===== src/source/pov_geom_pkg.sv =====
`default_nettype none

package pov_geom_pkg;

  // Angular slices per revolution of the blade
  localparam int ROT_RES = 1024;

  // Scan addresses of the panel, one per radius
  localparam int SCAN_RATE = 32;

  // Pixels in each half of a panel column
  localparam int NUM_ROWS = 64;

  typedef logic [$clog2(ROT_RES)-1:0] theta_t;

  typedef logic [$clog2(SCAN_RATE)-1:0] radius_t;

  // One bit per row, row 0 in bit 0
  typedef logic [NUM_ROWS-1:0] row_bits_t;

endpackage

`default_nettype wire

===== src/source/angle_timer.sv =====
`default_nettype none

module angle_timer #(
  parameter int SLICE_CYCLES = 600
) (
  input  wire logic                 clk_in,
  input  wire logic                 rst_in,
  input  wire logic                 index_pulse,
  output logic                      slice_strobe,
  output pov_geom_pkg::theta_t      theta
);

  localparam int CNT_W = (SLICE_CYCLES > 1) ? $clog2(SLICE_CYCLES) : 1;

  logic [CNT_W-1:0] cycle_cnt;

  always_ff @(posedge clk_in) begin
    if (rst_in) begin
      cycle_cnt    <= '0;
      slice_strobe <= 1'b0;
      theta        <= '0;
    end else if (index_pulse) begin
      // Rotor is at its zero position, so restart the slice grid here
      cycle_cnt    <= '0;
      slice_strobe <= 1'b0;
      theta        <= '0;
    end else if (cycle_cnt == CNT_W'(SLICE_CYCLES - 1)) begin
      cycle_cnt    <= '0;
      slice_strobe <= 1'b1;
      if (theta == pov_geom_pkg::theta_t'(pov_geom_pkg::ROT_RES - 1)) begin
        theta <= '0;
      end else begin
        theta <= theta + 1'b1;
      end
    end else begin
      cycle_cnt    <= cycle_cnt + 1'b1;
      slice_strobe <= 1'b0;
    end
  end

  // The angle only ever advances by one slice or snaps back to zero
  theta_step_a: assert property (
    @(posedge clk_in) disable iff (rst_in)
    $changed(theta) |->
      (theta == '0) ||
      (theta == pov_geom_pkg::theta_t'(($past(theta) + 1) % pov_geom_pkg::ROT_RES))
  );

endmodule

`default_nettype wire


===== config.mk =====
export PLATFORM = sky130hd
export DESIGN_NAME = angle_timer
export DESIGN_NICKNAME = d
export VERILOG_FILES = /design/src/source/pov_geom_pkg.sv /design/src/source/angle_timer.sv
export SDC_FILE = /design/constraint.sdc
export NUM_CORES = 1
export LEC_CHECK = 0
export BUFFER_PORTS_ARGS = -buffer_cell sky130_fd_sc_hd__buf_4
export CORE_UTILIZATION = 54
export CTS_CLUSTER_SIZE = 40
export DETAILED_ROUTE_END_ITERATION = 8
export GPL_TIMING_DRIVEN = 1
export PLACE_DENSITY = 0.83
export SKIP_LAST_GASP = 1
export SLEW_MARGIN = 10
export SYNTH_ARGS = -nofsm -noshare
export SYNTH_HDL_FRONTEND = slang
export SYNTH_SLANG_ARGS = --single-unit

===== constraint.sdc =====
create_clock -name clk_in -period 2 [get_ports clk_in]
set_input_delay 0.2 -clock clk_in [delete_from_list [all_inputs] [get_ports clk_in]]
set_output_delay 0.2 -clock clk_in [all_outputs]
set_load 0.005 [all_outputs]

# Word-level counts from Yosys, hierarchy flattened
# Index checks and enable logic that the tools add are counted.
# op_classes
reduce_logical,2
n_mux,2
add_sub_neg,2
eq_ne,2
# ops
cell,n
$add 10x1->10 const B,2
$eq 10x10->1 const B,2
$mux 10,1
$reduce_or 3->1,1
$reduce_or 2->1,1
$mux 1,1
# totals
word_cells,11
reg_bits,21
output_inout_bits,11

# Logic depth before layout (Yosys ltp)
# Gate-level depths: netlist of the first run.
# logic_depth
depth_word,2
mapped_depth,7
mapped_depth_nobuf,5

# Least setup slack after synthesis of the first run
# OpenSTA, ideal clock, no wires.
# synth_path
kind,flip-flop to flip-flop
startpoint,register cycle_cnt[0]
endpoint,register theta[7]
stages_incl_launch_ff,8
arrival_time_ns,1.360
slack_ns,0.552
t_required_ns,1.912
synth_period_minus_slack_ns,1.448
n_path_buf,2
cell_sequence,dfxtp_1 ha_1 and2_1 buf_2 nand3_1 buf_2 nor2_1 nor4_2
# synth_between
elab_chain_cells,1
# synth_rtl
element,line_no,rtl
start: declaration,angle_timer.sv:15,logic [CNT_W-1:0] cycle_cnt;
start signal: assignment,angle_timer.sv:36,cycle_cnt <= cycle_cnt + 1'b1;
$eq 10x10->1,angle_timer.sv:27,end else if (cycle_cnt == CNT_W'(SLICE_CYCLES - 1)) begin
end signal: assignment,angle_timer.sv:33,theta <= theta + 1'b1;
end: declaration,angle_timer.sv:10,output pov_geom_pkg::theta_t theta
# No other way between the ends.
# A chain may end at the register's enable or synchronous reset.

# Worst setup path after layout of the first run
# layout_path
startpoint,register cycle_cnt[4]
endpoint,register theta[4]
# The elaborated chain is that of the path after synthesis.

==> out/summary.txt, run 1 <==
Seq cells post-synth: 21
clock root buffer: clkbuf_4
crit path DAT: 1.99 ns
Die Y: 44.10 um
initial antenna violation count: 0
share of layout cells above drive strength 1: 20.17%
Ant. Diodes: 0
Critical Path Start: cycle_cnt[4]
commonest cells after routing, fill and taps aside: 21 x dfxtp_1, 15 x nor2_1, 14 x buf_4
worst r2r src: cycle_cnt[4]
DP Wirelength: 1.380 mm
cell internal pwr: 500.3 uW
P_sw: 141.0 uW
Sw Ratio: 21.98%
# H-tree levels: 1
outcome: complete, no violations
flop2flop setup slack: 0.26 ns
met1 Use GR: 27.41%
Hold Fails Final Rpt: 0
GPL Wtd Cong: 0.8355
CTS resizes: 0
crit end category: flop
Worst R2R End: theta[4]
worst-skew pair later-pin latency: 0.31 ns
Layout area overhead: 13.73%
post-layout min period: 1.739 ns
CP endpoint: theta[4]
first-pass GRT wire length: 3.284 mm
syn nets: 110
most common cell after layout, fill and taps aside: dfxtp_1
cell count after synthesis: 105
Site Rows: 14
RSZ-0062 raised after global routing: false
max-slew violations: 0
PortBufs: 13
Max Fclk: 575.0 MHz
drt pass-1 iters: 4
Seq pwr share: 65.7%
met3 Use GR: 6.122%
Max IR drop VDD: 0.3442 mV
pre-CTS setup slack: 0.3153 ns
# fillers: 132
Final Setup Violations: 0
Core Util, Final: 69.05%
setup bufs post-CTS: 0
Critical Path Source Type: flop
WL final: 1.908 mm
Slew headroom: 71.59%
fin crit share: 86.96%
grt peak-use layer: met2
Netlist cell types: 26
met2 Use GR: 37.94%
Worst Skew: 0.003039 ns
Iteration-0 DRC Markers: 42
Worst-path clk slew: 0.12 ns
GRT overflow: 0
die area: 1945 um^2
leak pwr: 0.4079 nW
Cell Pwr Density: 589.1 nW/um^2
clock sinks: 21
CTS tree: built
x dimension of the die: 44.10 um
CTS Hold Bufs: 0
nets: 125
worst setup path category: flop to flop
# IOs: 14
Syn Std Cell Area: 957.2 um^2
largest net degree at the start of global routing: 14
setup TNS: 0 ns
Initial Util: 60.71%
max cap viols: 0
post-synthesis sequential area ratio: 43.92%
Max Buffers Root-to-Sink: 2
slew of the pin with the lowest slew margin: 0.4250 ns
vias in the first global route: 788
routed vias/inst: 5.993
critical path fanouts, max: 13
Core Area: 1577 um^2
syn avg cell area: 9.116 um^2
Tot GR Track Use: 22.82%
clock share of power: 32.0%
Sequential Area: 420.4 um^2
synth warn: 0
Wirelength per Cell: 14.13 um
fin worst setup slack: 0.2609 ns
CTS buffer count: 3
Data required, critical path: 2.25 ns
DRC Markers: 0
routed vias: 809
depth of the most critical reg-to-reg path: 4
post-route antenna net violation count: 0
Logic pwr share: 2.4%
type of the tightest min-delay check: input pin to flop
multi-input logic area: 515.5 um^2
-- critical path: stages, from the launching register on --
cell     delay, ns
dfxtp_1       0.42
nor3b_2       0.27
nand3_1       0.36
or3_1         0.47
a21oi_1       0.15
-- layer usage --
layer,share of wire (%),vias up
met1,44,385
met5,0,-
met4,1.4,0
met2,49,21
li1,-,399
met3,5.6,4
-- cell type report --
| class | instances | share of cell area [%] |
|---|---|---|
| Clock buffer | 3 | 2.069 |
| Tap cell | 16 | 1.839 |
| Clock inverter | 1 | 0.4598 |
| Multi-Input combinational cell | 80 | 47.36 |
| Sequential cell | 21 | 38.62 |
| Timing Repair Buffer | 14 | 9.655 |
-- sequential cells by signal, summed over array words and instances (netlist names) --
register	flops
cycle_cnt	10
theta	10
slice_strobe	1
-- Yosys cell counts --
cell type | instances | area share [%]
dfxtp_1 | 21 | 44
nor2_1 | 15 | 5.9
xor2_1 | 8 | 7.3
nand2_1 | 7 | 2.7
nand3_1 | 7 | 3.7
a21oi_1 | 6 | 3.1
and4_1 | 5 | 4.6
nand4_1 | 5 | 3.3
and3_1 | 4 | 2.6
o21ai_0 | 4 | 2.1
or3_1 | 3 | 2.0
xnor2_1 | 3 | 2.7
buf_2 | 2 | 1.0
ha_1 | 2 | 2.6
mux2i_1 | 2 | 2.1
and2_1 | 1 | 0.65
and4bb_2 | 1 | 1.3
and4bb_4 | 1 | 1.7
buf_4 | 1 | 0.78
clkbuf_1 | 1 | 0.39
nand3b_1 | 1 | 0.78
nor3_1 | 1 | 0.52
nor3b_2 | 1 | 1.3
nor4_2 | 1 | 1.3
o21ai_2 | 1 | 0.92
or2_2 | 1 | 0.65
-- power groups by stage --
stage,Combinational [mW],Sequential [mW],Clock [mW]
finish,0.0151,0.421,0.205
global route,0.0166,0.422,0.229
global placement,0.0142,0.431,0
CTS,0.0151,0.421,0.209
detailed placement,0.0150,0.431,0
floorplan,0.00876,0.430,0
-- cells by family (layout without fill, tap and decap cells) --
family / Yosys count / count (layout) / share of synthesized area, %
AOI/OAI and AO/OA: 11 / 11 / 6.144
xor gates and xnor gates: 11 / 11 / 10.07
adders and majority gates: 2 / 2 / 2.614
buffers and inverters: 4 / 18 / 2.222
DFF: 21 / 21 / 43.92
muxes: 2 / 2 / 2.092
and+or+nand+nor: 54 / 54 / 32.94
-- through the flow --
stage / cell area (um^2) / hold slack, ns / total power, mW / instances
6_report: 1089 / 0.2178 / 0.6413 / 135
5_1_grt: 1089 / 0.2422 / 0.6669 / 135
4_1_cts: 1089 / 0.2302 / 0.6450 / 135
3_5_place_dp: 1061 / 0.4336 / 0.4457 / 131
3_3_place_gp: 1061 / 0.4324 / 0.4449 / 131
2_1_floorplan: 957.2 / 0.4025 / 0.4392 / 105
-- worst min path at each step --
stage / from / end / slack, ns / cells after the start
finish: rst_in / theta[9] / 0.22 / 4
global route: rst_in / theta[9] / 0.24 / 4
CTS: rst_in / theta[9] / 0.23 / 4
detailed placement: cycle_cnt[0] / cycle_cnt[0] / 0.43 / 1
global placement: cycle_cnt[0] / cycle_cnt[0] / 0.43 / 1
floorplan: rst_in / theta[9] / 0.40 / 3
No activity file was read; power rests on OpenSTA's default activity.
==> inputs of run 2 (changes only) <==
--- a/config.mk
+++ b/config.mk
@@ -10,7 +10,7 @@
 export CTS_CLUSTER_SIZE = 40
 export DETAILED_ROUTE_END_ITERATION = 8
 export GPL_TIMING_DRIVEN = 1
-export PLACE_DENSITY = 0.83
+export PLACE_DENSITY = 0.82
 export SKIP_LAST_GASP = 1
 export SLEW_MARGIN = 10
 export SYNTH_ARGS = -nofsm -noshare
==> run 2 against run 1 <==
Critical path depth did not move. Final cell count did not move. Sequential power barely moved. Via count fell by 4.0%. Sequential share of layout area did not move. First-iteration DRC count fell by 69%. Highest routed layer unchanged. Critical path type unchanged. Total power rose by 0.46%. Sequential cell count did not move. Design area did not move. Register-to-register slack got worse by 0.06 ns.
==> out/summary.txt, run 2 (synthesized netlist as in run 1, its figures left out) <==
outcome: complete, no violations
initial antenna violation count: 0
setup TNS: 0 ns
routed vias: 777
CTS tree: built
Hold Fails Final Rpt: 0
Initial Util: 60.71%
WL final: 1.817 mm
drt pass-1 iters: 4
Wirelength per Cell: 13.46 um
fin crit share: 89.91%
Critical Path Source Type: flop
Core Util, Final: 69.05%
crit path cell chain: nor3b_2 > nand3_1 > or3_1 > a21oi_1
finished layout cell area: 1089 um^2
vias in the first global route: 727
Power, Total: 644.2 uW
Worst Skew: 0.001130 ns
cell internal pwr: 500.2 uW
Die Y: 44.10 um
critical hold path startpoint: rst_in
leak pwr: 0.4079 nW
CTS Hold Bufs: 0
crit end category: flop
Core Area: 1577 um^2
clock root buffer: clkbuf_4
Worst-path clk slew: 0.12 ns
Post-Layout Cell Count: 135
RSZ-0062 raised after global routing: false
Tot GR Track Use: 21.24%
number of instances in the placed design: 131
Max Fclk: 556.1 MHz
post-layout min period: 1.798 ns
CTS resizes: 0
Iteration-0 DRC Markers: 13
Site Rows: 14
Ant. Diodes: 0
Cell Pwr Density: 591.8 nW/um^2
# IOs: 14
DP Wirelength: 1.339 mm
Max Buffers Root-to-Sink: 2
P_sw: 144.0 uW
setup bufs post-CTS: 0
Max IR drop VDD: 0.4380 mV
largest net degree at the start of global routing: 14
die area: 1945 um^2
slew of the pin with the lowest slew margin: 0.4368 ns
first-pass GRT wire length: 3.077 mm
GPL Wtd Cong: 0.7726
DRC Markers: 0
max cap viols: 0
routed vias/inst: 5.756
commonest cells after routing, fill and taps aside: 21 x dfxtp_1, 15 x nor2_1, 14 x buf_4
Slowest cell on crit path: or3_1
clock share of power: 32.3%
x dimension of the die: 44.10 um
Seq pwr share: 65.4%
Critical Path Start: cycle_cnt[4]
Sw Ratio: 22.36%
stages on the worst setup path: 4
WHS Path Cells: 4
crit-path leading delay family: simple AND/OR/NAND/NOR gates
clock sinks: 21
post-route antenna net violation count: 0
most common cell after layout, fill and taps aside: dfxtp_1
PortBufs: 13
type of the tightest min-delay check: input pin to flop
max-slew violations: 0
largest registers: cycle_cnt: 10 flops, theta: 10 flops, slice_strobe: 1 flops
worst-skew pair later-pin latency: 0.31 ns
Data required, critical path: 2.25 ns
GRT overflow: 0
CP Buf/Inv Count: 0
depth of the most critical reg-to-reg path: 4
CP max stage delay: 0.47 ns
DP Area: 1061 um^2
CTS buffer count: 3
# H-tree levels: 1
critical path fanouts, max: 13
Logic pwr share: 2.3%
crit path DAT: 2.05 ns
Slew headroom: 70.80%
nets: 125
worst setup path category: flop to flop
share of layout cells above drive strength 1: 20.17%
Final Setup Violations: 0
Layout area overhead: 13.73%
worst r2r src: cycle_cnt[4]
## run 2: per-stage QoR
step	setup WS (ns)	hold slack, ns
floorplan	0.5524	0.4025
global placement	0.3262	0.4196
detailed placement	0.2491	0.4520
CTS	0.2282	0.1978
global route	0.01188	0.2332
finish	0.2018	0.2026
## run 2: area by class of cell
cell class                 count  area, um^2
multi-input combinational     80       515.5
fill                         131       488.0
sequential                    21       420.4
timing repair buffer          14       105.1
clock buffer                   3       22.52
tap                           16       20.02
clock inverter                 1       5.005
## run 2: path summary, 6_finish.rpt
kind,endpoint,slack (ns)
worst min-delay path,theta[9],0.20
worst max-delay path,theta[8],0.20
worst max register to register,theta[8],0.20
worst min register to register,cycle_cnt[0],0.47
## run 2: power by group through the flow
| stage | Sequential, mW | Clock [mW] | Combinational, mW |
|---|---|---|---|
| floorplan | 0.430 | 0 | 0.00876 |
| global placement | 0.430 | 0 | 0.0141 |
| detailed placement | 0.431 | 0 | 0.0146 |
| CTS | 0.421 | 0.209 | 0.0148 |
| global route | 0.422 | 0.229 | 0.0173 |
| finish | 0.421 | 0.208 | 0.0148 |
## run 2: tightest hold or removal path, stage by stage
cell	delay (ns)
buf_4	0.08
nor2_1	0.07
o21ai_0	0.08
nor3_1	0.04
## run 2: per-layer routing
| metal | vias up | wire (um) | part of all wire (%) | track usage [%] |
|---|---|---|---|---|
| met5 | - | 0 | 0 | 0 |
| met4 | 0 | 24 | 1.3 | 7.273 |
| met3 | 2 | 40 | 2.2 | 3.673 |
| met2 | 10 | 853 | 47 | 36.47 |
| met1 | 364 | 898 | 49 | 26.79 |
| li1 | 401 | - | - | - |
