<file path="src/source/pov_geom_pkg.sv">
`default_nettype none

package pov_geom_pkg;

  // Angular slices per revolution of the blade
  localparam int ROT_RES = 1024;

  // Scan addresses of the panel, one per radius
  localparam int SCAN_RATE = 32;

  // Pixels in each half of a panel column
  localparam int NUM_ROWS = 64;

  typedef logic [$clog2(ROT_RES)-1:0] theta_t;

  typedef logic [$clog2(SCAN_RATE)-1:0] radius_t;

  // One bit per row, row 0 in bit 0
  typedef logic [NUM_ROWS-1:0] row_bits_t;

endpackage

`default_nettype wire
</file>
<file path="src/source/hub75_pkg.sv">
`default_nettype none

package hub75_pkg;

  // Red in the top bits, then green, then blue
  localparam int RGB_RES = 9;
  localparam int CH_BITS = RGB_RES / 3;

  // Most significant bit of each colour channel within a pixel
  localparam int R_MSB = RGB_RES - 1;
  localparam int G_MSB = 2 * CH_BITS - 1;
  localparam int B_MSB = CH_BITS - 1;

  typedef logic [RGB_RES-1:0] pixel_t;

  // One half column of pixels, row 0 at index 0
  typedef pixel_t [pov_geom_pkg::NUM_ROWS-1:0] column_t;

  // Slice converter phases
  typedef enum logic [2:0] {
    LOAD,
    SEND_A,
    WAIT_A,
    SEND_B,
    WAIT_B
  } conv_state_t;

endpackage

`default_nettype wire

</file>
<file path="src/source/column_if.sv">
`default_nettype none

// Frame handoff from the slice converter to the HUB75 shifter.
// Index 0 of columns feeds the upper half, index 1 the lower half
interface column_if;

  pov_geom_pkg::radius_t col_num;
  hub75_pkg::column_t [1:0] columns;
  logic data_valid;
  logic last;

  modport conv (
    output col_num,
    output columns,
    output data_valid,
    input  last
  );

  modport shifter (
    input  col_num,
    input  columns,
    input  data_valid,
    output last
  );

endinterface

`default_nettype wire

</file>
<file path="src/source/rot_frame_buffer_to_hub75.sv">
`default_nettype none

module rot_frame_buffer_to_hub75 (
  input  wire logic                              clk_in,
  input  wire logic                              rst_in,
  input  wire logic                              slice_strobe,
  input  wire pov_geom_pkg::theta_t              theta,
  output pov_geom_pkg::theta_t                   rd_theta,
  input  wire pov_geom_pkg::radius_t   [1:0]     rd_radii,
  input  wire pov_geom_pkg::row_bits_t [1:0]     rd_cols,
  column_if.conv                                 col
);

  hub75_pkg::conv_state_t state;

  pov_geom_pkg::radius_t   [1:0] radii_q;
  pov_geom_pkg::row_bits_t [1:0] cols_q;

  hub75_pkg::column_t col0_px;
  hub75_pkg::column_t col1_px;
  logic               first_half;

  // Each set bit lights its pixel at full brightness
  function automatic hub75_pkg::column_t expand(input pov_geom_pkg::row_bits_t bits);
    hub75_pkg::column_t px;
    for (int i = 0; i < pov_geom_pkg::NUM_ROWS; i++) begin
      px[i] = bits[i] ? '1 : '0;
    end
    return px;
  endfunction

  assign rd_theta = theta;

  always_ff @(posedge clk_in) begin
    if (rst_in) begin
      state <= hub75_pkg::LOAD;
    end else begin
      case (state)
        hub75_pkg::LOAD: begin
          if (slice_strobe) begin
            state <= hub75_pkg::SEND_A;
          end
        end
        hub75_pkg::SEND_A: state <= hub75_pkg::WAIT_A;
        hub75_pkg::WAIT_A: begin
          if (col.last) begin
            state <= hub75_pkg::SEND_B;
          end
        end
        hub75_pkg::SEND_B: state <= hub75_pkg::WAIT_B;
        hub75_pkg::WAIT_B: begin
          if (col.last) begin
            state <= hub75_pkg::LOAD;
          end
        end
        default: state <= hub75_pkg::LOAD;
      endcase
    end
  end

  // Store output tracks the angle while idle, and freezes once the slice is taken
  always_ff @(posedge clk_in) begin
    if (state == hub75_pkg::LOAD) begin
      radii_q <= rd_radii;
      cols_q  <= rd_cols;
    end
  end

  assign col0_px    = expand(cols_q[0]);
  assign col1_px    = expand(cols_q[1]);
  assign first_half = (state == hub75_pkg::SEND_A) || (state == hub75_pkg::WAIT_A);

  // First frame lights the lower half, second frame the upper half
  // with its radius mirrored across the scan range
  always_comb begin
    if (first_half) begin
      col.columns[0] = '0;
      col.columns[1] = col0_px;
      col.col_num    = radii_q[0];
    end else begin
      col.columns[0] = col1_px;
      col.columns[1] = '0;
      col.col_num    = pov_geom_pkg::radius_t'(pov_geom_pkg::SCAN_RATE - 1) - radii_q[1];
    end
  end

  assign col.data_valid = (state == hub75_pkg::SEND_A) || (state == hub75_pkg::SEND_B);

  single_valid_a: assert property (
    @(posedge clk_in) disable iff (rst_in)
    col.data_valid |=> !col.data_valid
  );

endmodule

`default_nettype wire

</file>
<file path="src/flat_wrapper.sv">
// flat-port wrapper written by rule: the top's interface ports become plain ports
module rot_frame_buffer_to_hub75_flat 
  (clk_in, rst_in, slice_strobe, theta, rd_theta, rd_radii, rd_cols, col_col_num, col_columns, col_data_valid, col_last);
  column_if col_i ();
  input  wire logic clk_in;
  input  wire logic rst_in;
  input  wire logic slice_strobe;
  input  wire pov_geom_pkg::theta_t theta;
  output pov_geom_pkg::theta_t rd_theta;
  input  wire pov_geom_pkg::radius_t   [1:0] rd_radii;
  input  wire pov_geom_pkg::row_bits_t [1:0] rd_cols;
  output wire logic [$bits(col_i.col_num)-1:0] col_col_num;
  output wire logic [$bits(col_i.columns)-1:0] col_columns;
  output wire logic [$bits(col_i.data_valid)-1:0] col_data_valid;
  input wire logic [$bits(col_i.last)-1:0] col_last;
  assign col_col_num = col_i.col_num;
  assign col_columns = col_i.columns;
  assign col_data_valid = col_i.data_valid;
  assign col_i.last = col_last;
  rot_frame_buffer_to_hub75 u_core (.clk_in(clk_in), .rst_in(rst_in), .slice_strobe(slice_strobe), .theta(theta), .rd_theta(rd_theta), .rd_radii(rd_radii), .rd_cols(rd_cols), .col(col_i));
endmodule
</file>
<file path="config.mk">
export PLATFORM = sky130hd
export DESIGN_NAME = rot_frame_buffer_to_hub75_flat
export DESIGN_NICKNAME = d
export VERILOG_FILES = /design/src/source/pov_geom_pkg.sv /design/src/source/hub75_pkg.sv /design/src/source/column_if.sv /design/src/source/rot_frame_buffer_to_hub75.sv /design/src/flat_wrapper.sv
export SDC_FILE = /design/constraint.sdc
export NUM_CORES = 1
export LEC_CHECK = 0
export BUFFER_PORTS_ARGS = -buffer_cell sky130_fd_sc_hd__buf_4
export CAP_MARGIN = 20
export CORE_AREA = 8 8 502 504
export DETAILED_ROUTE_END_ITERATION = 10
export DIE_AREA = 0 0 510 512
export GPL_ROUTABILITY_DRIVEN = 0
export SYNTH_ARGS = -nofsm -noshare
export SYNTH_HDL_FRONTEND = slang
export SYNTH_SLANG_ARGS = --single-unit
</file>
<file path="constraint.sdc">
create_clock -name clk_in -period 19.7 [get_ports clk_in]
set_input_delay 0.985 -clock clk_in [delete_from_list [all_inputs] [get_ports clk_in]]
set_output_delay 0.985 -clock clk_in [all_outputs]
set_load 0.02 [all_outputs]
</file>
* Word level (Yosys, flattened, before mapping)
Cells that the tools add are included.
** Storage, ports and cells
- Logic and storage cells :: 151
- Input port bits :: 152
- Flip-flop bits (word level) :: 141
** Cells by class
- Equal/unequal tests :: 7
- $add $sub $neg :: 1
- Multiplexer cells :: 134
- Reductions and logical operators :: 4
** Operators by type and width (number)
- 1152-bit 2-to-1 mux :: 1
- 9-bit 2-to-1 mux :: 128
- 3-bit one-hot mux with 5 select lines :: 1
- 3-bit 2-to-1 mux :: 3
- 3-bit by 2-bit equality test with 1-bit output (second input constant) :: 2
- 2-bit != test (second input constant) :: 3
- 5-bit 2-to-1 mux :: 1
- 5-bit subtractor (first input constant) :: 1
- 3-bit by 1-bit equality test with 1-bit output (second input constant) :: 1
- 3-bit equality test (second input constant) :: 1
- 3-bit logical NOT :: 1
- 3-bit AND reduction :: 1
- 1-bit logical OR :: 2

* Longest topological paths before layout
- Depth in word-level cells :: 3
- Gate-level depth with buffers :: 6
- Mapped depth without buffers :: 3

* Worst setup path after synthesis
Ideal clock, no wire load.
- Path kind :: register to register
- Start :: register u_core.state[0]
- End :: register u_core.cols_q[0] (netlist bit) (enable)
- Arrival time :: 9.710 ns
- Library setup time :: 0.805 ns
- Path slack :: 9.185 ns
- Stages on the path, launching flop included :: 2
- Required time :: 18.895 ns
- Path buffers :: 0
- Path through :: dfxtp_1 nor3_1
** Between the ends
- Word-level cells in the longest chain between the ends :: 1
** RTL lines
- from (decl) :: RTL line rot_frame_buffer_to_hub75.sv:14 : hub75_pkg::conv_state_t state;
- from (signal assigned) :: RTL line rot_frame_buffer_to_hub75.sv:36 : state <= hub75_pkg::LOAD;
- from (signal assigned) :: RTL line rot_frame_buffer_to_hub75.sv:41 : state <= hub75_pkg::SEND_A;
- from (signal assigned) :: RTL line rot_frame_buffer_to_hub75.sv:44 : hub75_pkg::SEND_A: state <= hub75_pkg::WAIT_A;
- 3-bit logical NOT :: RTL line rot_frame_buffer_to_hub75.sv:63 : if (state == hub75_pkg::LOAD) begin
- to (signal assigned) :: RTL line rot_frame_buffer_to_hub75.sv:65 : cols_q <= rd_cols;
- to (decl) :: RTL line rot_frame_buffer_to_hub75.sv:17 : pov_geom_pkg::row_bits_t [1:0] cols_q;
Every way passes these cells.
A chain may end at the register's enable or synchronous reset.

* Worst setup path in the final report
- Start :: register u_core.state[1]
- End :: output col_columns[888]
** Between the ends
- Word-level cells in the longest chain between the ends :: 3
** RTL lines
- 3-bit by 1-bit equality test with 1-bit output or 3-bit by 2-bit equality test with 1-bit output (tied branches) :: RTL line rot_frame_buffer_to_hub75.sv:71 : assign first_half = (state == hub75_pkg::SEND_A) || (state == hub75_pkg::WAIT_A);
- 1-bit logical OR (*) :: RTL line rot_frame_buffer_to_hub75.sv:71
- 1152-bit 2-to-1 mux (*) :: RTL line rot_frame_buffer_to_hub75.sv:76 : if (first_half) begin
- to (decl) :: RTL line flat_wrapper.sv:13 : output wire logic [$bits(col_i.columns)-1:0] col_columns;
Every way passes the cells marked *; elsewhere a longest branch is shown, timed or not.

==> Flow_metrics.wiki <==
{| class="wikitable"
! Metric !! Value
|-
| Outcome || completed
|-
| Static Leak || between 8 and 9 nW
|-
| Post-CTS setup-driven buffer insertion count || 0
|-
| Number of placed I/O pins || about 1300
|-
| Min cycle time layout || around 4.6 ns
|-
| Initial core utilization || 0.0533
|-
| Fmax || 217 MHz
|-
| Hold Violations, Final || 0
|-
| Master of the slowest instance on the critical path || sky130_fd_sc_hd__nor2_4
|-
| Relative max-transition margin || 0.223
|-
| Length in cells of the worst reg-to-reg path || 3
|-
| Final routed wire length divided by cell count || 16.0 µm
|-
| Cell count after placement || 4817
|-
| Maximum fanout count along the critical path || 40
|-
| Clock root buffer || sky130_fd_sc_hd__clkbuf_16
|-
| TritonCTS clock tree || built
|-
| Highest-count cells in the layout ignoring fill and taps || sky130_fd_sc_hd__buf_4 (1307), sky130_fd_sc_hd__edfxtp_1 (138), sky130_fd_sc_hd__and2_1 (64)
|-
| Top cell family by delay on the critical path || simple AND/OR/NAND/NOR gates
|-
| Initial antenna violation count || 63
|-
| Type of the worst setup path || reg -> out
|-
| Number of gates resized after cts || 0
|-
| Yosys warns || 0
|-
| Layout overhead on the synthesized area || 51.3%
|-
| Cells on Worst Hold Path || 1
|-
| Hpwl dp || 67800 µm
|-
| Count of TritonRoute iterations in the first routing pass || 4
|-
| Remaining global-route overflow || 0
|-
| Clock net sink count || 141
|-
| Total negative setup slack || 0 ns
|-
| Via count normalized by instance count || around 1.8
|-
| Post-CTS clock slew at the launch and capture registers of the worst setup and hold paths || 0.07 ns
|-
| Peak per-stage delay on the critical path || ~0.72 ns
|-
| Number of I/O port buffers || 1299
|-
| Number of cell rows || 182
|-
| Pins over their slew limit || 0
|-
| Global-route wire length before repair || 93500 µm
|-
| Final #Nets || approximately 1800
|-
| Buf+Inv Stages, Crit Path || 3
|-
| Clk_skew || 0.0280 ns
|-
| CTS HTree Levels || 4
|-
| Hold buffer count at CTS || 0
|-
| GR Util All Layers || 0.0549
|-
| Data arrival at the endpoint of the critical path || 3.63 ns
|-
| Height of the die || 512 µm
|-
| Crit share post-route || 0.234
|-
| Number of antenna-violating nets in the routed design || 0
|-
| Pin count of the biggest net entering global routing || 59
|-
| Clock latency on the worst-skew pair || between 0.5 and 0.6 ns
|-
| Core region area || between 200000 and 250000 µm²
|-
| Number of standard cells after synthesis || roughly 1300
|-
| Required time of the critical path || 18.72 ns
|-
| Total Power Consumption || 0.00224 W
|-
| Peak ir drop on the vdd network || roughly 0.00006 V
|-
| Hold crit path type || reg -> reg
|-
| Wirelength, routed || roughly 80000 µm
|-
| Number of maximum-capacitance violations || 0
|-
| Critical path depth in cells || 6
|-
| Full die area || 261000 µm²
|-
| Sequential element share of the synthesized area || 0.323
|-
| Seq cells post-synth || between 100 and 150
|-
| Vias || 8868
|-
| Mapped Area || 13000 µm²
|-
| Critical Path Sink Type || output pin
|-
| Number of buffers added by the clock tree synthesis step || 17
|-
| DP Area || 19000 µm²
|-
| Die width || 510 µm
|-
| Slew @ Worst Pin || between 1 and 1.5 ns
|-
| Power per unit of standard cell area || approximately 110 nW/µm²
|-
| Via count of the first global-routing pass || 9432
|-
| Unrepaired setup endpoints after global routing || no
|-
| Type of origin of the critical path || register
|-
| Final setup fails || 0
|-
| CP Cell Sequence || xnor2_1 > nor2_4 > buf_4 > buf_4 > and2_1 > buf_4
|-
| Iter 0 DRT Violations || 391
|-
| Distinct cell type count after synthesis || 18
|-
| Number of standard cells in the layout, taps in and fillers out || about 5000
|-
| # DRC || 0
|-
| Cell repeated most along the worst path || sky130_fd_sc_hd__buf_4
|-
| Mean instance size in the synthesized netlist || around 9.7 µm²
|-
| Proportion of layout cells with a drive suffix above 1 || 0.824
|-
| Design area || 19700 µm²
|-
| Maximum clock path buffer count || 2
|-
| Most common cell after layout, fill and taps aside || sky130_fd_sc_hd__buf_4
|-
| Total nets after synthesis || 1489
|}
flip-flops by register name (all words and copies together), names as in the netlist:
register / cells
u_core.cols_q: 128
u_core.radii_q: 10
u_core.state: 3
where the power goes:
group	switching [W]	total, W	leakage, nW	internal [W]
registers	0.0000219	0.000403	1.42	0.000382
logic	0.000921	0.00145	7.14	0.000531
clock network	0.000198	0.000388	0.275	0.000190
layer usage:
layer / part of all wire / vias to the layer above / track usage
met5: 0.0018 / - / 0
met4: 0.029 / 22 / 0.0220
met3: 0.12 / 106 / 0.0243
met2: 0.51 / 930 / 0.101
met1: 0.34 / 4093 / 0.0533
li1: - / 3717 / -
kinds of logic (layout without fill, tap and decap cells):
group,after synthesis,count (layout),share of synthesized area
xor gates and xnor gates,1,1,0.000673
other,0,20,0
and+or+nand+nor,135,135,0.0680
buffers and inverters,1053,1345,0.603
AOI/OAI and AO/OA,1,1,0.000384
DFF,141,141,0.323
muxes,6,6,0.00461
path summary, 6_finish.rpt:
kind                                      start           endpoint  slack (ns)
worst max register to register  u_core.state[1]  u_core.cols_q[49]       17.43
worst min register to register  u_core.state[0]    u_core.state[0]        0.55
worst min-delay path            u_core.state[0]    u_core.state[0]        0.55
worst max-delay path            u_core.state[1]   col_columns[888]       15.08
synthesized netlist by cell type, drive strengths merged:
library cell	n	share of area
a21oi	1	0.00038
and2	64	0.031
and2b	30	0.017
buf	1036	0.60
clkbuf	12	0.0040
dfxtp	3	0.0046
edfxtp	138	0.32
inv	5	0.0014
mux2i	6	0.0046
nor2	2	0.0012
nor2b	35	0.017
nor3	2	0.00077
nor4	1	0.00048
nor4b	1	0.00067
xnor2	1	0.00067
final cells by class:
class | instances | area [µm²]
fill | 28400 | 225000
timing repair buffer | 1308 | 9820
sequential | 141 | 4200
tap | 3220 | 4030
multi-input combinational | 143 | 973
clock buffer | 19 | 433
clock inverter | 13 | 156
antenna | 20 | 50.0
inverter | 5 | 18.8
metrics by stage:
| step | setup WS [ns] | hold WS [ns] | utilization |
|---|---|---|---|
| 3_5_place_dp | 15.40 | 0.538 | 0.0780 |
| 4_1_cts | 14.76 | 0.508 | 0.0804 |
| 5_1_grt | 14.71 | 0.532 | 0.0804 |
| 2_1_floorplan | 9.19 | 0.478 | - |
| 3_3_place_gp | 15.56 | 0.513 | 0.0779 |
| 6_report | 15.08 | 0.554 | 0.0806 |
Note: power is estimated with default switching activity, not from simulation.
