===== config.mk =====
export PLATFORM = sky130hd
export DESIGN_NAME = hub75_shifter_flat
export DESIGN_NICKNAME = d
export VERILOG_FILES = /design/src/source/pov_geom_pkg.sv /design/src/source/hub75_pkg.sv /design/src/source/column_if.sv /design/src/source/hub75_shifter.sv /design/src/flat_wrapper.sv
export SDC_FILE = /design/constraint.sdc
export NUM_CORES = 1
export LEC_CHECK = 0
export ABC_AREA = 0
export BUFFER_PORTS_ARGS = -buffer_cell sky130_fd_sc_hd__buf_2
export CORE_AREA = 3 3 460 462
export DETAILED_ROUTE_END_ITERATION = 8
export DIE_AREA = 0 0 463 465
export SYNTH_ARGS = -nofsm -noshare
export SYNTH_HDL_FRONTEND = slang
export SYNTH_SLANG_ARGS = --single-unit

===== constraint.sdc =====
create_clock -name clk_in -period 2.7 [get_ports clk_in]
set_clock_uncertainty 0.15 [all_clocks]
set_input_delay 0.405 -clock clk_in [delete_from_list [all_inputs] [get_ports clk_in]]
set_output_delay 0.405 -clock clk_in [all_outputs]
set_load 0.02 [all_outputs]

===== src/source/pov_geom_pkg.sv =====
`default_nettype none

package pov_geom_pkg;

  // Angular slices per revolution of the blade
  localparam int ROT_RES = 1024;

  // Scan addresses of the panel, one per radius
  localparam int SCAN_RATE = 32;

  // Pixels in each half of a panel column
  localparam int NUM_ROWS = 64;

  typedef logic [$clog2(ROT_RES)-1:0] theta_t;

  typedef logic [$clog2(SCAN_RATE)-1:0] radius_t;

  // One bit per row, row 0 in bit 0
  typedef logic [NUM_ROWS-1:0] row_bits_t;

endpackage

`default_nettype wire

===== src/source/hub75_pkg.sv =====
`default_nettype none

package hub75_pkg;

  // Red in the top bits, then green, then blue
  localparam int RGB_RES = 9;
  localparam int CH_BITS = RGB_RES / 3;

  // Most significant bit of each colour channel within a pixel
  localparam int R_MSB = RGB_RES - 1;
  localparam int G_MSB = 2 * CH_BITS - 1;
  localparam int B_MSB = CH_BITS - 1;

  typedef logic [RGB_RES-1:0] pixel_t;

  // One half column of pixels, row 0 at index 0
  typedef pixel_t [pov_geom_pkg::NUM_ROWS-1:0] column_t;

  // Slice converter phases
  typedef enum logic [2:0] {
    LOAD,
    SEND_A,
    WAIT_A,
    SEND_B,
    WAIT_B
  } conv_state_t;

endpackage

`default_nettype wire


===== src/source/column_if.sv =====
`default_nettype none

// Frame handoff from the slice converter to the HUB75 shifter.
// Index 0 of columns feeds the upper half, index 1 the lower half
interface column_if;

  pov_geom_pkg::radius_t col_num;
  hub75_pkg::column_t [1:0] columns;
  logic data_valid;
  logic last;

  modport conv (
    output col_num,
    output columns,
    output data_valid,
    input  last
  );

  modport shifter (
    input  col_num,
    input  columns,
    input  data_valid,
    output last
  );

endinterface

`default_nettype wire


===== src/source/hub75_shifter.sv =====
`default_nettype none

module hub75_shifter #(
  parameter int SHIFT_DIV = 1
) (
  input  wire logic              clk_in,
  input  wire logic              rst_in,
  column_if.shifter              col,
  output logic                   hub75_r1,
  output logic                   hub75_g1,
  output logic                   hub75_b1,
  output logic                   hub75_r2,
  output logic                   hub75_g2,
  output logic                   hub75_b2,
  output logic                   hub75_clk,
  output logic                   hub75_lat,
  output logic                   hub75_oe,
  output pov_geom_pkg::radius_t  hub75_addr
);

  localparam int DIV_W = (SHIFT_DIV > 1) ? $clog2(SHIFT_DIV) : 1;
  localparam int ROW_W = $clog2(pov_geom_pkg::NUM_ROWS);

  typedef enum logic [1:0] {
    IDLE,
    SHIFT,
    LATCH
  } shift_state_t;

  shift_state_t state;

  logic [DIV_W-1:0] div_cnt;
  logic [ROW_W-1:0] row;

  hub75_pkg::column_t [1:0] frame_q;
  pov_geom_pkg::radius_t    addr_q;

  // Frame and address are held locally for the whole shift
  always_ff @(posedge clk_in) begin
    if (col.data_valid) begin
      frame_q <= col.columns;
      addr_q  <= col.col_num;
    end
  end

  always_ff @(posedge clk_in) begin
    if (rst_in) begin
      state      <= IDLE;
      div_cnt    <= '0;
      row        <= '0;
      hub75_clk  <= 1'b0;
      hub75_lat  <= 1'b0;
      hub75_oe   <= 1'b1;
      hub75_addr <= '0;
      col.last   <= 1'b0;
    end else begin
      hub75_lat <= 1'b0;
      col.last  <= 1'b0;
      case (state)
        IDLE: begin
          if (col.data_valid) begin
            state     <= SHIFT;
            div_cnt   <= '0;
            row       <= '0;
            hub75_clk <= 1'b0;
          end
        end
        SHIFT: begin
          if (div_cnt == DIV_W'(SHIFT_DIV - 1)) begin
            div_cnt <= '0;
            if (!hub75_clk) begin
              hub75_clk <= 1'b1;
            end else begin
              hub75_clk <= 1'b0;
              if (row == ROW_W'(pov_geom_pkg::NUM_ROWS - 1)) begin
                // Blank while the new line is latched and the address moves
                state      <= LATCH;
                hub75_oe   <= 1'b1;
                hub75_lat  <= 1'b1;
                hub75_addr <= addr_q;
              end else begin
                row <= row + 1'b1;
              end
            end
          end else begin
            div_cnt <= div_cnt + 1'b1;
          end
        end
        LATCH: begin
          state    <= IDLE;
          hub75_oe <= 1'b0;
          col.last <= 1'b1;
        end
        default: state <= IDLE;
      endcase
    end
  end

  // Only the top bit of each channel reaches the panel
  assign hub75_r1 = frame_q[0][row][hub75_pkg::R_MSB];
  assign hub75_g1 = frame_q[0][row][hub75_pkg::G_MSB];
  assign hub75_b1 = frame_q[0][row][hub75_pkg::B_MSB];
  assign hub75_r2 = frame_q[1][row][hub75_pkg::R_MSB];
  assign hub75_g2 = frame_q[1][row][hub75_pkg::G_MSB];
  assign hub75_b2 = frame_q[1][row][hub75_pkg::B_MSB];

  idle_on_valid_a: assert property (
    @(posedge clk_in) disable iff (rst_in)
    col.data_valid |-> (state == IDLE)
  );

endmodule

`default_nettype wire


===== src/flat_wrapper.sv =====
// flat-port wrapper written by rule: the top's interface ports become plain ports
module hub75_shifter_flat 
#(
  parameter int SHIFT_DIV = 1
)
  (clk_in, rst_in, hub75_r1, hub75_g1, hub75_b1, hub75_r2, hub75_g2, hub75_b2, hub75_clk, hub75_lat, hub75_oe, hub75_addr, col_col_num, col_columns, col_data_valid, col_last);
  column_if col_i ();
  input  wire logic clk_in;
  input  wire logic rst_in;
  output logic hub75_r1;
  output logic hub75_g1;
  output logic hub75_b1;
  output logic hub75_r2;
  output logic hub75_g2;
  output logic hub75_b2;
  output logic hub75_clk;
  output logic hub75_lat;
  output logic hub75_oe;
  output pov_geom_pkg::radius_t hub75_addr;
  input wire logic [$bits(col_i.col_num)-1:0] col_col_num;
  input wire logic [$bits(col_i.columns)-1:0] col_columns;
  input wire logic [$bits(col_i.data_valid)-1:0] col_data_valid;
  output wire logic [$bits(col_i.last)-1:0] col_last;
  assign col_i.col_num = col_col_num;
  assign col_i.columns = col_columns;
  assign col_i.data_valid = col_data_valid;
  assign col_last = col_i.last;
  hub75_shifter #(.SHIFT_DIV(SHIFT_DIV)) u_core (.clk_in(clk_in), .rst_in(rst_in), .col(col_i), .hub75_r1(hub75_r1), .hub75_g1(hub75_g1), .hub75_b1(hub75_b1), .hub75_r2(hub75_r2), .hub75_g2(hub75_g2), .hub75_b2(hub75_b2), .hub75_clk(hub75_clk), .hub75_lat(hub75_lat), .hub75_oe(hub75_oe), .hub75_addr(hub75_addr));
endmodule

== After elaboration in Yosys (flattened, before gate mapping) ==
Index checks and enable logic that the tools add are counted.

* Bits in read-only memories: 0
* Output and inout bits: 15
* Flip-flop bits (word level): 1175
* Memories kept: 0
* RAM bits: 0
* Bits of input ports: 1160
* Latch bits: 0

* Multiply operators: 0
* Shifts and indexed selects: 0
* $lt $le $gt $ge: 1
* Bitwise logic cells: 3
* Divide/modulo/power cells: 0
* Add/subtract/negate cells: 2
* Multiplexer cells: 26
* Reductions and logical operators: 10
* Equality and inequality tests: 8

{| class="wikitable"
|+ Operators by type and width
! cell !! count
|-
| 9-bit binary-select mux with 6-bit select || 2
|-
| 6-bit 2-to-1 mux || 4
|-
| 9-bit 2-to-1 mux || 2
|-
| 6-bit case mux with 2 select lines || 1
|-
| 4-bit AND reduction || 3
|-
| 1-bit 2-to-1 mux || 9
|-
| 2-bit 2-to-1 mux || 4
|-
| 6-bit by 7-bit < comparator with 1-bit output (second input constant) || 1
|-
| 6-bit by 1-bit adder with 6-bit output (second input constant) || 1
|-
| 6-bit == test (second input constant) || 1
|-
| 2-bit inequality test (second input constant) || 3
|-
| 1-bit case mux with 2 select lines || 3
|-
| 5-bit AND reduction || 1
|-
| 2-bit by 1-bit inequality test with 1-bit output (second input constant) || 2
|-
| 2-bit case mux with 2 select lines || 1
|-
| 2-bit nonzero test || 2
|-
| 4-bit OR reduction || 1
|-
| 1-bit inverter || 3
|-
| 3-bit AND reduction || 1
|-
| 2-bit by 1-bit == test with 1-bit output (second input constant) || 1
|-
| 2-bit == test (second input constant) || 1
|-
| 2-bit zero test || 1
|-
| 2-bit AND reduction || 1
|-
| 1-bit adder (second input constant) || 1
|}

== Longest topological paths before layout ==
* Depth in word-level cells: 5
* Depth in mapped cells: 9
* Depth with buffers taken out: 6

== Least setup slack after synthesis ==
No wires, ideal clock.

* Kind: register -> output
* From: register u_core.row[1]
* To: output port hub75_b1
* Arrival time: 1896 ps
* Path buffers: 3
* Slack: 249 ps
* Data required time: 2145 ps
* Stages on the path, launching flop included: 9
* Path through: dfxtp_1 > buf_6 > buf_4 > buf_2 > mux4_2 > a22oi_1 > o21ai_1 > a2111oi_1 > nor2_1

* Cells in the longest elaborated chain, start to end: 2

{| class="wikitable"
|+ Ends and longest elaborated chain
! element !! line !! source
|-
| start, declared || hub75_shifter.sv:33 || <nowiki>logic [ROW_W-1:0] row;</nowiki>
|-
| start signal, assigned || hub75_shifter.sv:82 || <nowiki>row <= row + 1'b1;</nowiki>
|-
| 9-bit binary-select mux with 6-bit select || hub75_shifter.sv:102 || <nowiki>assign hub75_b1 = frame_q[0][row][hub75_pkg::B_MSB];</nowiki>
|-
| 9-bit 2-to-1 mux || -- ||
|-
| end, declared || flat_wrapper.sv:12 || <nowiki>output logic hub75_b1;</nowiki>
|}

Every way passes these cells. The select of a mux whose other input is x is not followed.

== Worst setup path after layout ==
* From: register u_core.row[0]
* To: output port hub75_b1

The elaborated chain is that of the path after synthesis.

==> results.txt <==
- The flow ran to the end, but the final reports show violations.
- Failing checks: negative setup slack
- Across all hold checks on the routed design, the worst slack comes to 0.2340 ns.
- In this run the worst setup path terminates at hub75_b1.
* EDFF count, synth: 389
* Total DRC errors in the routed layout: 0
- The clock network burns 41.3% of the power.
- Sequence of cells on the critical path: buf_6, buf_12, mux4_2, a22oi_1, o21ai_2, a2111oi_2, nor2_1, buf_2
- For this design, the sink count on the clock tree is 406.
- Proportion of layout cells with a drive suffix above 1: 43.56%
* Root buffer cell: sky130_fd_sc_hd__clkbuf_16
- Reg-to-reg slack, setup: 0.16 ns
- Count of warnings emitted by yosys: 0
* Area of the mapped netlist: 0.01565 mm2
- Highest-count cells in the layout ignoring fill and taps: sky130_fd_sc_hd__buf_2, sky130_fd_sc_hd__dlygate4sd3_1, sky130_fd_sc_hd__edfxtp_1
- Average routed wire per standard cell: 16.29 um
* Maximum Capacitance Violations: 0
- The internal portion of the total power is 12.18 mW.
- The clock passes through at most 3 buffers.
* Switching share of total power: 25.35%
- In the synthesized netlist the dominant register cell turns out to be sky130_fd_sc_hd__edfxtp_1.
* Headroom to the max-slew limit: 57.30%
* GR Overflow Total: 0
- Kind of cell adding the most delay to the critical path: compound AO/OA/AOI/OAI gates
- TritonCTS built the clock tree.
- Setup_tns: -5.073 ns
* Path length in cells of the critical path: 8
* Part of the cycle the worst path needs: 132.4%
- Startpoint of the worst register-to-register path: u_core.row[0]
* Number of core rows: 167
* Cell variety after synth: 45
* Pre-CTS worst setup slack: -0.4340 ns
* Fin worst setup slack: -0.8749 ns
- Leaving out fill and tap cells, the most frequent cell in the layout is sky130_fd_sc_hd__buf_2.
- In this run the power density over the cells is 587.1 mW/mm2.
- For this design the total switching power over the nets is 4.138 mW.
- Initial antenna violation count: 48
- Critical Path Source Type: register
* Maximum number of pins on one net before global-route repair: 111
- Global-route wire length before repair: 96.17 mm
* Mean cell area of the mapped netlist: 21.70 um2
- Sequential cells burn 46.6% of the power.
* Number of port buffers: 406
* Vias per Instance: 2.473
- In the synthesized netlist the async set-or-reset flop fraction comes to 0%.
- The detailed router placed 11070 vias in this run.
- Clock transition at the registers of the reported paths: 0.09 ns
* Capturing point of the worst reg2reg path: u_core.row[4]
- Total iterations of the first detailed-routing run: 5
* Data arrival at the endpoint of the critical path: 3.02 ns
- Number of failing setup endpoints in the final timing report: 6
* Number of buffer and inverter stages on the critical path: 3
* CP max-delay cell: sky130_fd_sc_hd__mux4_2
* Area grow syn2layout: 77.70%
- Remaining antenna violation count: 0
- # IOs: 1175
- IR analysis of the VDD net gives a maximum drop of 0.4989 mV.
* Worst Max-Slew Pin Slew: 0.6405 ns
* Total GRT Usage: 6.535%
- Detailed placement finished with a half-perimeter wire length of 54.88 mm.
- Hold crit path type: in2reg
- Worst-skew pair later-pin latency: 0.73 ns
- DRC violation total after the first TritonRoute iteration: 926
* Die H: 465 um
- Timing would allow up to 0.2797 GHz.
* Nets in the synthesized netlist: 1882
* Worst Path Max Fanout: 15
- The number of global-route vias before repair is 12090.
- In the final design database the tool counted 2793 nets.
- For this design the static power due to leakage is 9.496 nW.
- Synthesis inferred 406 register bits.
* Final Slew Violations: 0
* Critical path endpoint category: output port
* Final weighted congestion of routability-driven global placement: 0.7878
- The total area inside the core boundary comes to 0.2075 mm2.
- The floorplan step defined a die boundary enclosing 0.2153 mm2.
- Setup repair after global routing missed its margin: yes
- Die width: 463 um
- Type of the setup path with the least slack: reg2out
* Hold violation count in the final report: 0
- Summed over all layers, the routed wires come to 72.95 mm.
- Largest stage delay on the critical path: 0.56 ns
- Total clock buffers created by CTS: 50
- Sequential cells were found to cover 76.83% of the synthesized design area.
- CTS H-tree depth: 2
- Initial cell density of the core: 7.541%
- Shortest clock period the worst path allows after layout: 3.575 ns
* Depth of the worst register-to-register path: 9
* Worst endpoint required time: 2.14 ns
* Launching instance or port of the critical path: u_core.row[0]
* Combinational Power Share: 12.2%
- The layout has 22960 filler cells.
- Number of instances in the synthesized netlist: 721
[state kept, by name, indices dropped and copies added, names as in the netlist]
| name | cells |
|---|---|
| u_core.hub75_lat | 1 |
| u_core.col.last | 1 |
| u_core.hub75_oe | 1 |
| u_core.state | 2 |
| u_core.row | 6 |
| u_core.hub75_clk | 1 |
| u_core.hub75_addr | 5 |
| u_core.frame_q | 384 |
| u_core.addr_q | 5 |
[logic make-up (layout without fill, tap and decap cells)]
family	after synthesis	after routing	share of synthesized area (%)
AOI/OAI and AO/OA	69	69	3.295
buffers and inverters	41	989	1.847
other	0	21	0
adders and majority gates	1	1	0.07996
and+or+nand+nor	84	84	2.591
muxes	114	114	15.02
xor gates and xnor gates	6	6	0.3359
DFF	406	406	76.83
[layer usage]
layer / track usage (%) / vias to the layer above / wire, um
met5: 0 / - / 115
met4: 3.041 / 18 / 3046
met3: 1.905 / 149 / 4920
met2: 11.72 / 503 / 37940
met1: 7.055 / 5515 / 26930
li1: - / 4889 / -
[final cells by class]
class	instances	area, um2	area share, %
inverter	1	3.754	0.01350
clock buffer	57	1277	4.595
tap	2788	3488	12.55
antenna	21	52.55	0.1890
clock inverter	32	322.8	1.161
timing repair buffer	899	7073	25.44
sequential	406	12040	43.29
multi-input combinational	274	3550	12.77
[worst min-delay path by stage]
| stage | from | to | slack [ns] | cells past startpoint |
|---|---|---|---|---|
| 6_report | col_columns[1019] | u_core.frame_q[1019] | 0.23 | 2 |
| 5_1_grt | col_columns[1076] | u_core.frame_q[1076] | 0.17 | 2 |
| 4_1_cts | col_columns[35] | u_core.frame_q[35] | 0.11 | 2 |
| 3_5_place_dp | u_core.hub75_oe | u_core.hub75_oe | 0.31 | 2 |
| 3_3_place_gp | u_core.addr_q[2] | u_core.hub75_addr[2] | 0.32 | 2 |
| 2_1_floorplan | u_core.addr_q[0] | u_core.hub75_addr[0] | 0.30 | 2 |
[cell usage after synthesis, types with 4 or more instances]
library cell                number  area share [%]
sky130_fd_sc_hd__a2111oi_2       4            0.38
sky130_fd_sc_hd__a211oi_1        6            0.29
sky130_fd_sc_hd__a21oi_1         9            0.29
sky130_fd_sc_hd__a22oi_1        13            0.62
sky130_fd_sc_hd__buf_2          12            0.38
sky130_fd_sc_hd__buf_6           8            0.58
sky130_fd_sc_hd__clkbuf_1       12            0.29
sky130_fd_sc_hd__dfxtp_1        17             2.2
sky130_fd_sc_hd__edfxtp_1      389              75
sky130_fd_sc_hd__mux2_2          9            0.65
sky130_fd_sc_hd__mux2i_1        12            0.77
sky130_fd_sc_hd__mux4_1          9             1.5
sky130_fd_sc_hd__mux4_2         84              12
sky130_fd_sc_hd__nand2_1        14            0.34
sky130_fd_sc_hd__nand2b_1        7            0.28
sky130_fd_sc_hd__nand3_1         8            0.26
sky130_fd_sc_hd__nor2_1         30            0.72
sky130_fd_sc_hd__nor2b_1         6            0.24
sky130_fd_sc_hd__nor3_1          9            0.29
sky130_fd_sc_hd__o22a_1          4            0.22
sky130_fd_sc_hd__o22ai_1        14            0.56
sky130_fd_sc_hd__xnor2_1         6            0.34
[power by group through the flow]
stage	logic [mW]	clock network [mW]	registers [mW]
after floorplan	0.488	0	7.64
after global placement	1.40	0	7.70
after detailed placement	1.41	0	7.73
after CTS	1.99	7.03	7.60
after global routing	2.13	7.25	7.64
final	1.98	6.74	7.60
[through the flow]
stage                     util (%)  cells  cell area (um2)  power, mW
after floorplan                  -    721            15650      8.124
after global placement       10.48   3953            21750      9.106
after detailed placement     10.48   3953            21750      9.142
after CTS                    13.25   4441            27480      16.61
after global routing         13.38   4465            27770      17.02
final                        13.40   4478            27800      16.32
[timing repair]
item / CTS / global route
buffers inserted: 8 / 16
resized for setup: 33 / 29
setup endpoints to repair: 7 / 8
hold buffers: 391 / 0
endpoints found under the hold margin: 419 / 0
pin swaps: 3 / 4
(Power assumes the default switching activity.)
